## config.mk

```make
export PLATFORM = sky130hd
export DESIGN_NAME = axis_switch
export DESIGN_NICKNAME = d
export VERILOG_FILES = /design/src/axis_sw_pkg.sv /design/src/frame_arbiter.sv /design/src/upstream_mux.sv /design/src/downstream_demux.sv /design/src/axis_switch.sv
export SDC_FILE = /design/constraint.sdc
export NUM_CORES = 1
export LEC_CHECK = 0
export BUFFER_PORTS_ARGS = -buffer_cell sky130_fd_sc_hd__buf_4
export CORE_AREA = 2 2 343 345
export CTS_CLUSTER_SIZE = 28
export DETAILED_ROUTE_END_ITERATION = 8
export DIE_AREA = 0 0 345 347
export GPL_TIMING_DRIVEN = 0
export PLACE_DENSITY_LB_ADDON = 0.2
export SETUP_SLACK_MARGIN = 0.2
export SLEW_MARGIN = 20
export SYNTH_ARGS = -nofsm -noshare
export SYNTH_HDL_FRONTEND = slang
export SYNTH_SLANG_ARGS = --single-unit
```

## constraint.sdc

```tcl
create_clock -name axis_clk -period 9.58 [get_ports axis_clk]
set_input_delay 0.958 -clock axis_clk [delete_from_list [all_inputs] [get_ports axis_clk]]
set_output_delay 0.958 -clock axis_clk [all_outputs]
set_load 0.02 [all_outputs]
```

## src/axis_sw_pkg.sv

```systemverilog
package axis_sw_pkg;

    //////////////////////////////
    // Widths

    parameter int data_width  = 32;
    parameter int num_sources = 3;

    typedef logic [data_width-1:0]   data_t;
    typedef logic [data_width/8-1:0] keep_t;
    typedef logic [1:0]              user_t;
    typedef logic [1:0]              tid_t;
    typedef logic [num_sources-1:0]  src_vec_t;

    //////////////////////////////
    // Beats

    // One stream beat, no routing
    typedef struct packed {
        data_t tdata;
        keep_t tkeep;
        logic  tlast;
        user_t tuser;
    } axis_beat_t;

    // Beat on the serial link, tagged with its source or destination
    typedef struct packed {
        axis_beat_t beat;
        tid_t       tid;
    } link_beat_t;

    // Source and destination indices
    localparam tid_t tid_user     = 2'd0;
    localparam tid_t tid_bridge   = 2'd1;
    localparam tid_t tid_analyzer = 2'd2;

    typedef enum logic {
        arb_idle,
        arb_frame
    } arb_state_t;

endpackage

```

## src/frame_arbiter.sv

```systemverilog
`timescale 1ns/1ps

module frame_arbiter (
    input  logic                  axis_clk,
    input  logic                  axi_reset_n,
    input  axis_sw_pkg::src_vec_t request,
    input  logic                  taken,
    input  logic                  taken_last,
    output axis_sw_pkg::src_vec_t grant
);
    import axis_sw_pkg::*;

    arb_state_t state;
    logic [1:0] ptr;
    src_vec_t   rot_req;
    src_vec_t   rot_pick;
    src_vec_t   next_grant;
    logic [1:0] grant_idx;
    logic       frame_end;

    // Pointer source lands on bit 0
    always_comb begin
        for (int i = 0; i < num_sources; i++) begin
            rot_req[i] = request[(i + ptr) % num_sources];
        end
    end

    // Lowest set bit wins
    always_comb begin
        rot_pick = '0;
        for (int i = num_sources - 1; i >= 0; i--) begin
            if (rot_req[i]) begin
                rot_pick    = '0;
                rot_pick[i] = 1'b1;
            end
        end
    end

    // Undo the rotation
    always_comb begin
        next_grant = '0;
        for (int i = 0; i < num_sources; i++) begin
            next_grant[(i + ptr) % num_sources] = rot_pick[i];
        end
    end

    assign grant_idx = grant[2] ? 2'd2 : (grant[1] ? 2'd1 : 2'd0);
    assign frame_end = taken && taken_last;

    always_ff @(posedge axis_clk or negedge axi_reset_n) begin
        if (!axi_reset_n) begin
            state <= arb_idle;
            ptr   <= '0;
            grant <= '0;
        end else begin
            case (state)
                arb_idle: begin
                    if (|request) begin
                        grant <= next_grant;
                        state <= arb_frame;
                    end
                end
                arb_frame: begin
                    if (frame_end) begin
                        grant <= '0;
                        state <= arb_idle;
                        // Next search starts one past the finished source
                        ptr   <= (grant_idx == 2'(num_sources - 1)) ? 2'd0 : grant_idx + 2'd1;
                    end
                end
                default: state <= arb_idle;
            endcase
        end
    end

    a_grant_onehot: assert property (@(posedge axis_clk) disable iff (!axi_reset_n)
        $onehot0(grant));

    a_grant_held: assert property (@(posedge axis_clk) disable iff (!axi_reset_n)
        state == arb_frame && !frame_end |=> $stable(grant) && grant != '0);

endmodule

```

## src/upstream_mux.sv

```systemverilog
`timescale 1ns/1ps

module upstream_mux (
    input  logic                    axis_clk,
    input  logic                    axi_reset_n,
    input  axis_sw_pkg::src_vec_t   grant,
    input  axis_sw_pkg::axis_beat_t up_beat,
    input  axis_sw_pkg::axis_beat_t aa_beat,
    input  axis_sw_pkg::axis_beat_t la_beat,
    input  axis_sw_pkg::src_vec_t   valids,
    output axis_sw_pkg::src_vec_t   readies,
    output axis_sw_pkg::link_beat_t link_tx_beat,
    output logic                    link_tx_valid,
    input  logic                    link_tx_ready,
    output logic                    taken,
    output logic                    taken_last
);
    import axis_sw_pkg::*;

    axis_beat_t sel_beat;
    tid_t       sel_tid;
    logic       sel_valid;
    logic       can_load;

    always_comb begin
        sel_beat = up_beat;
        sel_tid  = tid_user;
        if (grant[2]) begin
            sel_beat = la_beat;
            sel_tid  = tid_analyzer;
        end else if (grant[1]) begin
            sel_beat = aa_beat;
            sel_tid  = tid_bridge;
        end
    end

    assign sel_valid = |(grant & valids);

    // Register free or draining this cycle
    assign can_load   = !link_tx_valid || link_tx_ready;
    assign readies    = grant & {num_sources{can_load}};
    assign taken      = sel_valid && can_load;
    assign taken_last = sel_beat.tlast;

    always_ff @(posedge axis_clk or negedge axi_reset_n) begin
        if (!axi_reset_n) begin
            link_tx_valid <= 1'b0;
        end else if (can_load) begin
            link_tx_valid <= taken;
        end
    end

    always_ff @(posedge axis_clk) begin
        if (taken) begin
            link_tx_beat.beat <= sel_beat;
            link_tx_beat.tid  <= sel_tid;
        end
    end

    a_tx_hold: assert property (@(posedge axis_clk) disable iff (!axi_reset_n)
        link_tx_valid && !link_tx_ready |=> link_tx_valid && $stable(link_tx_beat));

endmodule

```

## src/downstream_demux.sv

```systemverilog
`timescale 1ns/1ps

module downstream_demux #(
    parameter int fifo_depth     = 16,
    parameter int fifo_threshold = 6
) (
    input  logic                    axis_clk,
    input  logic                    axi_reset_n,
    input  axis_sw_pkg::link_beat_t link_rx_beat,
    input  logic                    link_rx_valid,
    output logic                    link_rx_ready,
    output axis_sw_pkg::axis_beat_t up_rx_beat,
    output logic                    up_rx_valid,
    input  logic                    up_rx_ready,
    output axis_sw_pkg::axis_beat_t aa_rx_beat,
    output logic                    aa_rx_valid,
    input  logic                    aa_rx_ready
);
    import axis_sw_pkg::*;

    localparam int addr_width = $clog2(fifo_depth);

    link_beat_t            mem [fifo_depth];
    logic [addr_width:0]   wr_ptr;
    logic [addr_width:0]   rd_ptr;
    logic [addr_width:0]   fill_count;
    logic                  empty;
    logic                  full;
    logic                  pop;
    link_beat_t            head;

    //////////////////////////////
    // FIFO

    assign fill_count = wr_ptr - rd_ptr;
    assign empty      = (wr_ptr == rd_ptr);
    assign full       = (wr_ptr[addr_width] != rd_ptr[addr_width]) &&
                        (wr_ptr[addr_width-1:0] == rd_ptr[addr_width-1:0]);

    // Link stops late, so back off early
    assign link_rx_ready = (fill_count <= fifo_threshold);

    always_ff @(posedge axis_clk) begin
        if (link_rx_valid) begin
            mem[wr_ptr[addr_width-1:0]] <= link_rx_beat;
        end
    end

    always_ff @(posedge axis_clk or negedge axi_reset_n) begin
        if (!axi_reset_n) begin
            wr_ptr <= '0;
        end else if (link_rx_valid) begin
            wr_ptr <= wr_ptr + 1'b1;
        end
    end

    always_ff @(posedge axis_clk or negedge axi_reset_n) begin
        if (!axi_reset_n) begin
            rd_ptr <= '0;
        end else if (pop) begin
            rd_ptr <= rd_ptr + 1'b1;
        end
    end

    //////////////////////////////
    // Routing by tid

    assign head       = mem[rd_ptr[addr_width-1:0]];
    assign up_rx_beat = head.beat;
    assign aa_rx_beat = head.beat;

    always_comb begin
        up_rx_valid = 1'b0;
        aa_rx_valid = 1'b0;
        pop         = 1'b0;
        if (!empty) begin
            case (head.tid)
                tid_user: begin
                    up_rx_valid = 1'b1;
                    pop         = up_rx_ready;
                end
                tid_bridge: begin
                    aa_rx_valid = 1'b1;
                    pop         = aa_rx_ready;
                end
                // No destination, drop it
                default: pop = 1'b1;
            endcase
        end
    end

    a_no_overflow: assert property (@(posedge axis_clk) disable iff (!axi_reset_n)
        link_rx_valid |-> !full);

endmodule

```

## src/axis_switch.sv

```systemverilog
`timescale 1ns/1ps

module axis_switch #(
    parameter int fifo_depth     = 16,
    parameter int fifo_threshold = 6
) (
    input  logic                    axis_clk,
    input  logic                    axi_reset_n,

    // Upstream sources
    input  axis_sw_pkg::axis_beat_t up_beat,
    input  logic                    up_valid,
    output logic                    up_ready,
    input  axis_sw_pkg::axis_beat_t aa_beat,
    input  logic                    aa_valid,
    output logic                    aa_ready,
    input  axis_sw_pkg::axis_beat_t la_beat,
    input  logic                    la_valid,
    output logic                    la_ready,

    // Serial link
    output axis_sw_pkg::link_beat_t link_tx_beat,
    output logic                    link_tx_valid,
    input  logic                    link_tx_ready,
    input  axis_sw_pkg::link_beat_t link_rx_beat,
    input  logic                    link_rx_valid,
    output logic                    link_rx_ready,

    // Downstream destinations
    output axis_sw_pkg::axis_beat_t up_rx_beat,
    output logic                    up_rx_valid,
    input  logic                    up_rx_ready,
    output axis_sw_pkg::axis_beat_t aa_rx_beat,
    output logic                    aa_rx_valid,
    input  logic                    aa_rx_ready
);
    import axis_sw_pkg::*;

    wire src_vec_t valid_vec = {la_valid, aa_valid, up_valid};
    src_vec_t      grant;
    logic          taken;
    logic          taken_last;

    //////////////////////////////
    // Upstream

    frame_arbiter frame_arbiter_i (
        .axis_clk    (axis_clk),
        .axi_reset_n (axi_reset_n),
        .request     (valid_vec),
        .taken       (taken),
        .taken_last  (taken_last),
        .grant       (grant)
    );

    upstream_mux upstream_mux_i (
        .axis_clk      (axis_clk),
        .axi_reset_n   (axi_reset_n),
        .grant         (grant),
        .up_beat       (up_beat),
        .aa_beat       (aa_beat),
        .la_beat       (la_beat),
        .valids        (valid_vec),
        .readies       ({la_ready, aa_ready, up_ready}),
        .link_tx_beat  (link_tx_beat),
        .link_tx_valid (link_tx_valid),
        .link_tx_ready (link_tx_ready),
        .taken         (taken),
        .taken_last    (taken_last)
    );

    //////////////////////////////
    // Downstream

    downstream_demux #(
        .fifo_depth     (fifo_depth),
        .fifo_threshold (fifo_threshold)
    ) downstream_demux_i (
        .axis_clk      (axis_clk),
        .axi_reset_n   (axi_reset_n),
        .link_rx_beat  (link_rx_beat),
        .link_rx_valid (link_rx_valid),
        .link_rx_ready (link_rx_ready),
        .up_rx_beat    (up_rx_beat),
        .up_rx_valid   (up_rx_valid),
        .up_rx_ready   (up_rx_ready),
        .aa_rx_beat    (aa_rx_beat),
        .aa_rx_valid   (aa_rx_valid),
        .aa_rx_ready   (aa_rx_ready)
    );

endmodule

```

==> out/results.ini <==
[die]
pin_count=293
core.rowCount=125
die-width_microns=345
die_y_microns=347
core-area_sq_mm=0.1157
floorplan.initialDensity_pct=24.97
die_area_sq_mm=0.1197

[worst_setup_path]
crit_required_ns=8.62
startpoint_type=flip-flop
path_class=reg2out
cp_max_fo=10
r2r.worst_path.cells=6
arrival_ns=4.00
type_of_destination_of_the_critical_path=output pin

[timing]
clock_skew_ns=0.01506
postLayoutSetupSlackWorst_ns=4.617
slew_violations=0
worst-slew-pin-transition_ns=1.056
finalCriticalPeriod_ns=4.963
final.setup.tns_ns=0
rsz0062_at_grt=no
slew_headroom_pct=29.59
hold_violations=0
fmax_ghz=0.2015
timing.final.crit_share_pct=51.81
setup_violations=0

[drt]
ant_nets=0
drc=0
detail_route.first_pass.iterations=5
detail_route.iter0.violations=950
avgRoutedWirePerCell_microns=24.28
routed_wirelength_mm=79.65
detailroute.via_count=14407
route.detailed.vias_per_inst=4.392

[final_layout]
layout.cells.most_common_list=edfxtp_1 (697), buf_4 (331), mux4_2 (104), mux4_1 (95), clkbuf_16 (80)
nNetsFinal=1872
post_route_cells_drive_above_1_share_pct=36.18
layout_commonest_cell=edfxtp_1
area_growth_syn_to_fin_pct=25.12

[synthesis]
synth.area.top_cells=edfxtp_1 (72%), mux4_1 (8.6%), mux4_2 (8.1%)
synth_top_area_cell=edfxtp_1
synth_edf_count=697
ys_seq_elements=714
area_of_the_mapped_netlist_sq_mm=0.02889
post-synth-top-area-fraction_pct=72.44
synthCells=1294
asyncSetResetFlopFracSynth_pct=2.381
synthDistinctLibCells=53
synth_sequential_area_ratio_pct=73.91
synth_area_per_cell_sq_um=22.33
yosys_warnings=0
synthesis.nets=1475
synth_top_flop_cell=edfxtp_1

[grt]
number_of_global_route_vias_before_repair=15539
global_route.overflow_total=0
grt_start_max_net_pins=30
gr-usage-all-layers_pct=13.17
antenna_found_initial=4
global_route_wire_length_before_repair_mm=113.2

[place]
dp_hpwl_mm=50.84
post-place-ws_ns=5.164
place_congestion=0.7926
port_buf_inserts=292

[pwr]
cellPowerDensity_mw_per_mm2=315.4
worst_ir_drop_vdd_mv=0.1808
p_total_mw=11.40
p_leak_nw=12.18

[clock_network]
cts_root_buf=clkbuf_16
cts_tree=done
cts.clk_slew.worst_paths_ns=0.06
clk_latency_ns=0.65
post_cts_resized=0
post_cts_buffers=0
num_cts_buffers=80
clock_sink_count=714
cts-hold-fix-buffers=0
h_tree_levels=3
clockBufferDepth=3

[status]
outcome=completed

[run]
cap_violations=0

[min_path]
hold_path.class=in2async

-- synthesized netlist by cell type, drive strengths merged, types with 7 or more instances --
master	number
edfxtp	697
mux4	199
buf	70
nand2	55
mux2i	48
o21ai	45
clkbuf	34
dfrtp	17
ha	13
inv	13
and2	12
nor2	12
and3	8
mux2	8
a21oi	7
nand3	7
xnor2	7
-- power by group --
group          internal (mW)  total [mW]  switching, mW  leakage (nW)
Clock                   1.66        2.92           1.26          1.22
Combinational           2.11        4.57           2.46          4.46
Sequential              3.82        3.91         0.0905          6.51
Total                   7.59        11.4           3.81          12.2
-- critical path, cell delays in order, from the launching register on --
cell	delay, ns
dfrtp_1	0.40
buf_2	0.33
buf_1	0.54
clkbuf_1	0.72
mux4_1	0.45
mux4_2	0.58
buf_4	0.17
buf_4	0.14
-- state kept, by name (all words and copies together), names as in the netlist --
register / cells
downstream_demux_i.mem: 656
upstream_mux_i.link_tx_beat: 41
downstream_demux_i.rd_ptr: 5
downstream_demux_i.wr_ptr: 5
frame_arbiter_i.grant: 3
frame_arbiter_i.ptr: 2
frame_arbiter_i.state: 1
upstream_mux_i.link_tx_valid: 1
-- cell type report --
class / instances / area [sq um]
diodes: 1 / 2.502
plain buffers: 104 / 817.0
clock buffers: 97 / 2066
clock inverters: 49 / 422.9
fillers: 11199 / 79580
inverters: 15 / 56.30
multi-input cells: 461 / 6745
flip-flops and latches: 714 / 21360
well taps: 1524 / 1907
repair buffers: 315 / 2780
-- cells by family after synthesis --
family | count (synthesis) | synth area share [%]
XOR/XNOR | 12 | 0.3637
adder cells (fa/ha/maj) | 14 | 0.6322
flip-flops | 714 | 73.91
AND/OR/NAND/NOR | 109 | 1.754
multiplexers | 255 | 18.79
AO/OA/AOI/OAI | 71 | 1.542
buffers and inverters | 119 | 3.010
-- per-stage QoR --
step / utilization [%] / hold WS [ns] / cells / instance area (sq um)
6_report: 31.24 / 0.1828 / 3280 / 36150
3_5_place_dp: 29.08 / 0.4688 / 3133 / 33660
5_1_grt: 31.24 / 0.1665 / 3280 / 36150
4_1_cts: 31.23 / 0.1479 / 3279 / 36150
3_3_place_gp: 28.51 / 0.4728 / 3110 / 32990
2_1_floorplan: - / 0.4457 / 1294 / 28890
-- layer usage --
metal | share of wire, % | routed length (microns) | vias to the layer above | global-route usage, %
li1 | - | - | 6255 | -
met4 | 1.8 | 1419 | 4 | 3.562
met5 | 0.028 | 22 | - | 0
met3 | 4.5 | 3589 | 99 | 2.657
met2 | 51 | 40290 | 352 | 22.76
met1 | 43 | 34330 | 7697 | 16.78
-- worst paths after layout --
kind                                                     startpoint                                  endpoint  slack (ns)
max                        downstream_demux_i.rd_ptr[1]$_DFFE_PN0P_                            up_rx_beat[26]        4.62
min                                                     axi_reset_n  upstream_mux_i.link_tx_valid$_DFFE_PN0N_        0.18
min in group axis_clk          frame_arbiter_i.grant[2]$_DFFE_PN0P_  upstream_mux_i.link_tx_beat[1]$_DFFE_PN_        0.48
max reg2reg                    frame_arbiter_i.grant[1]$_DFFE_PN0P_      frame_arbiter_i.grant[0]$_DFFE_PN0P_        7.01
max in group asynchronous                               axi_reset_n  downstream_demux_i.wr_ptr[4]$_DFFE_PN0P_        9.18
min reg2reg                    frame_arbiter_i.grant[2]$_DFFE_PN0P_  upstream_mux_i.link_tx_beat[1]$_DFFE_PN_        0.48
Power figures use the tool's default switching activity.
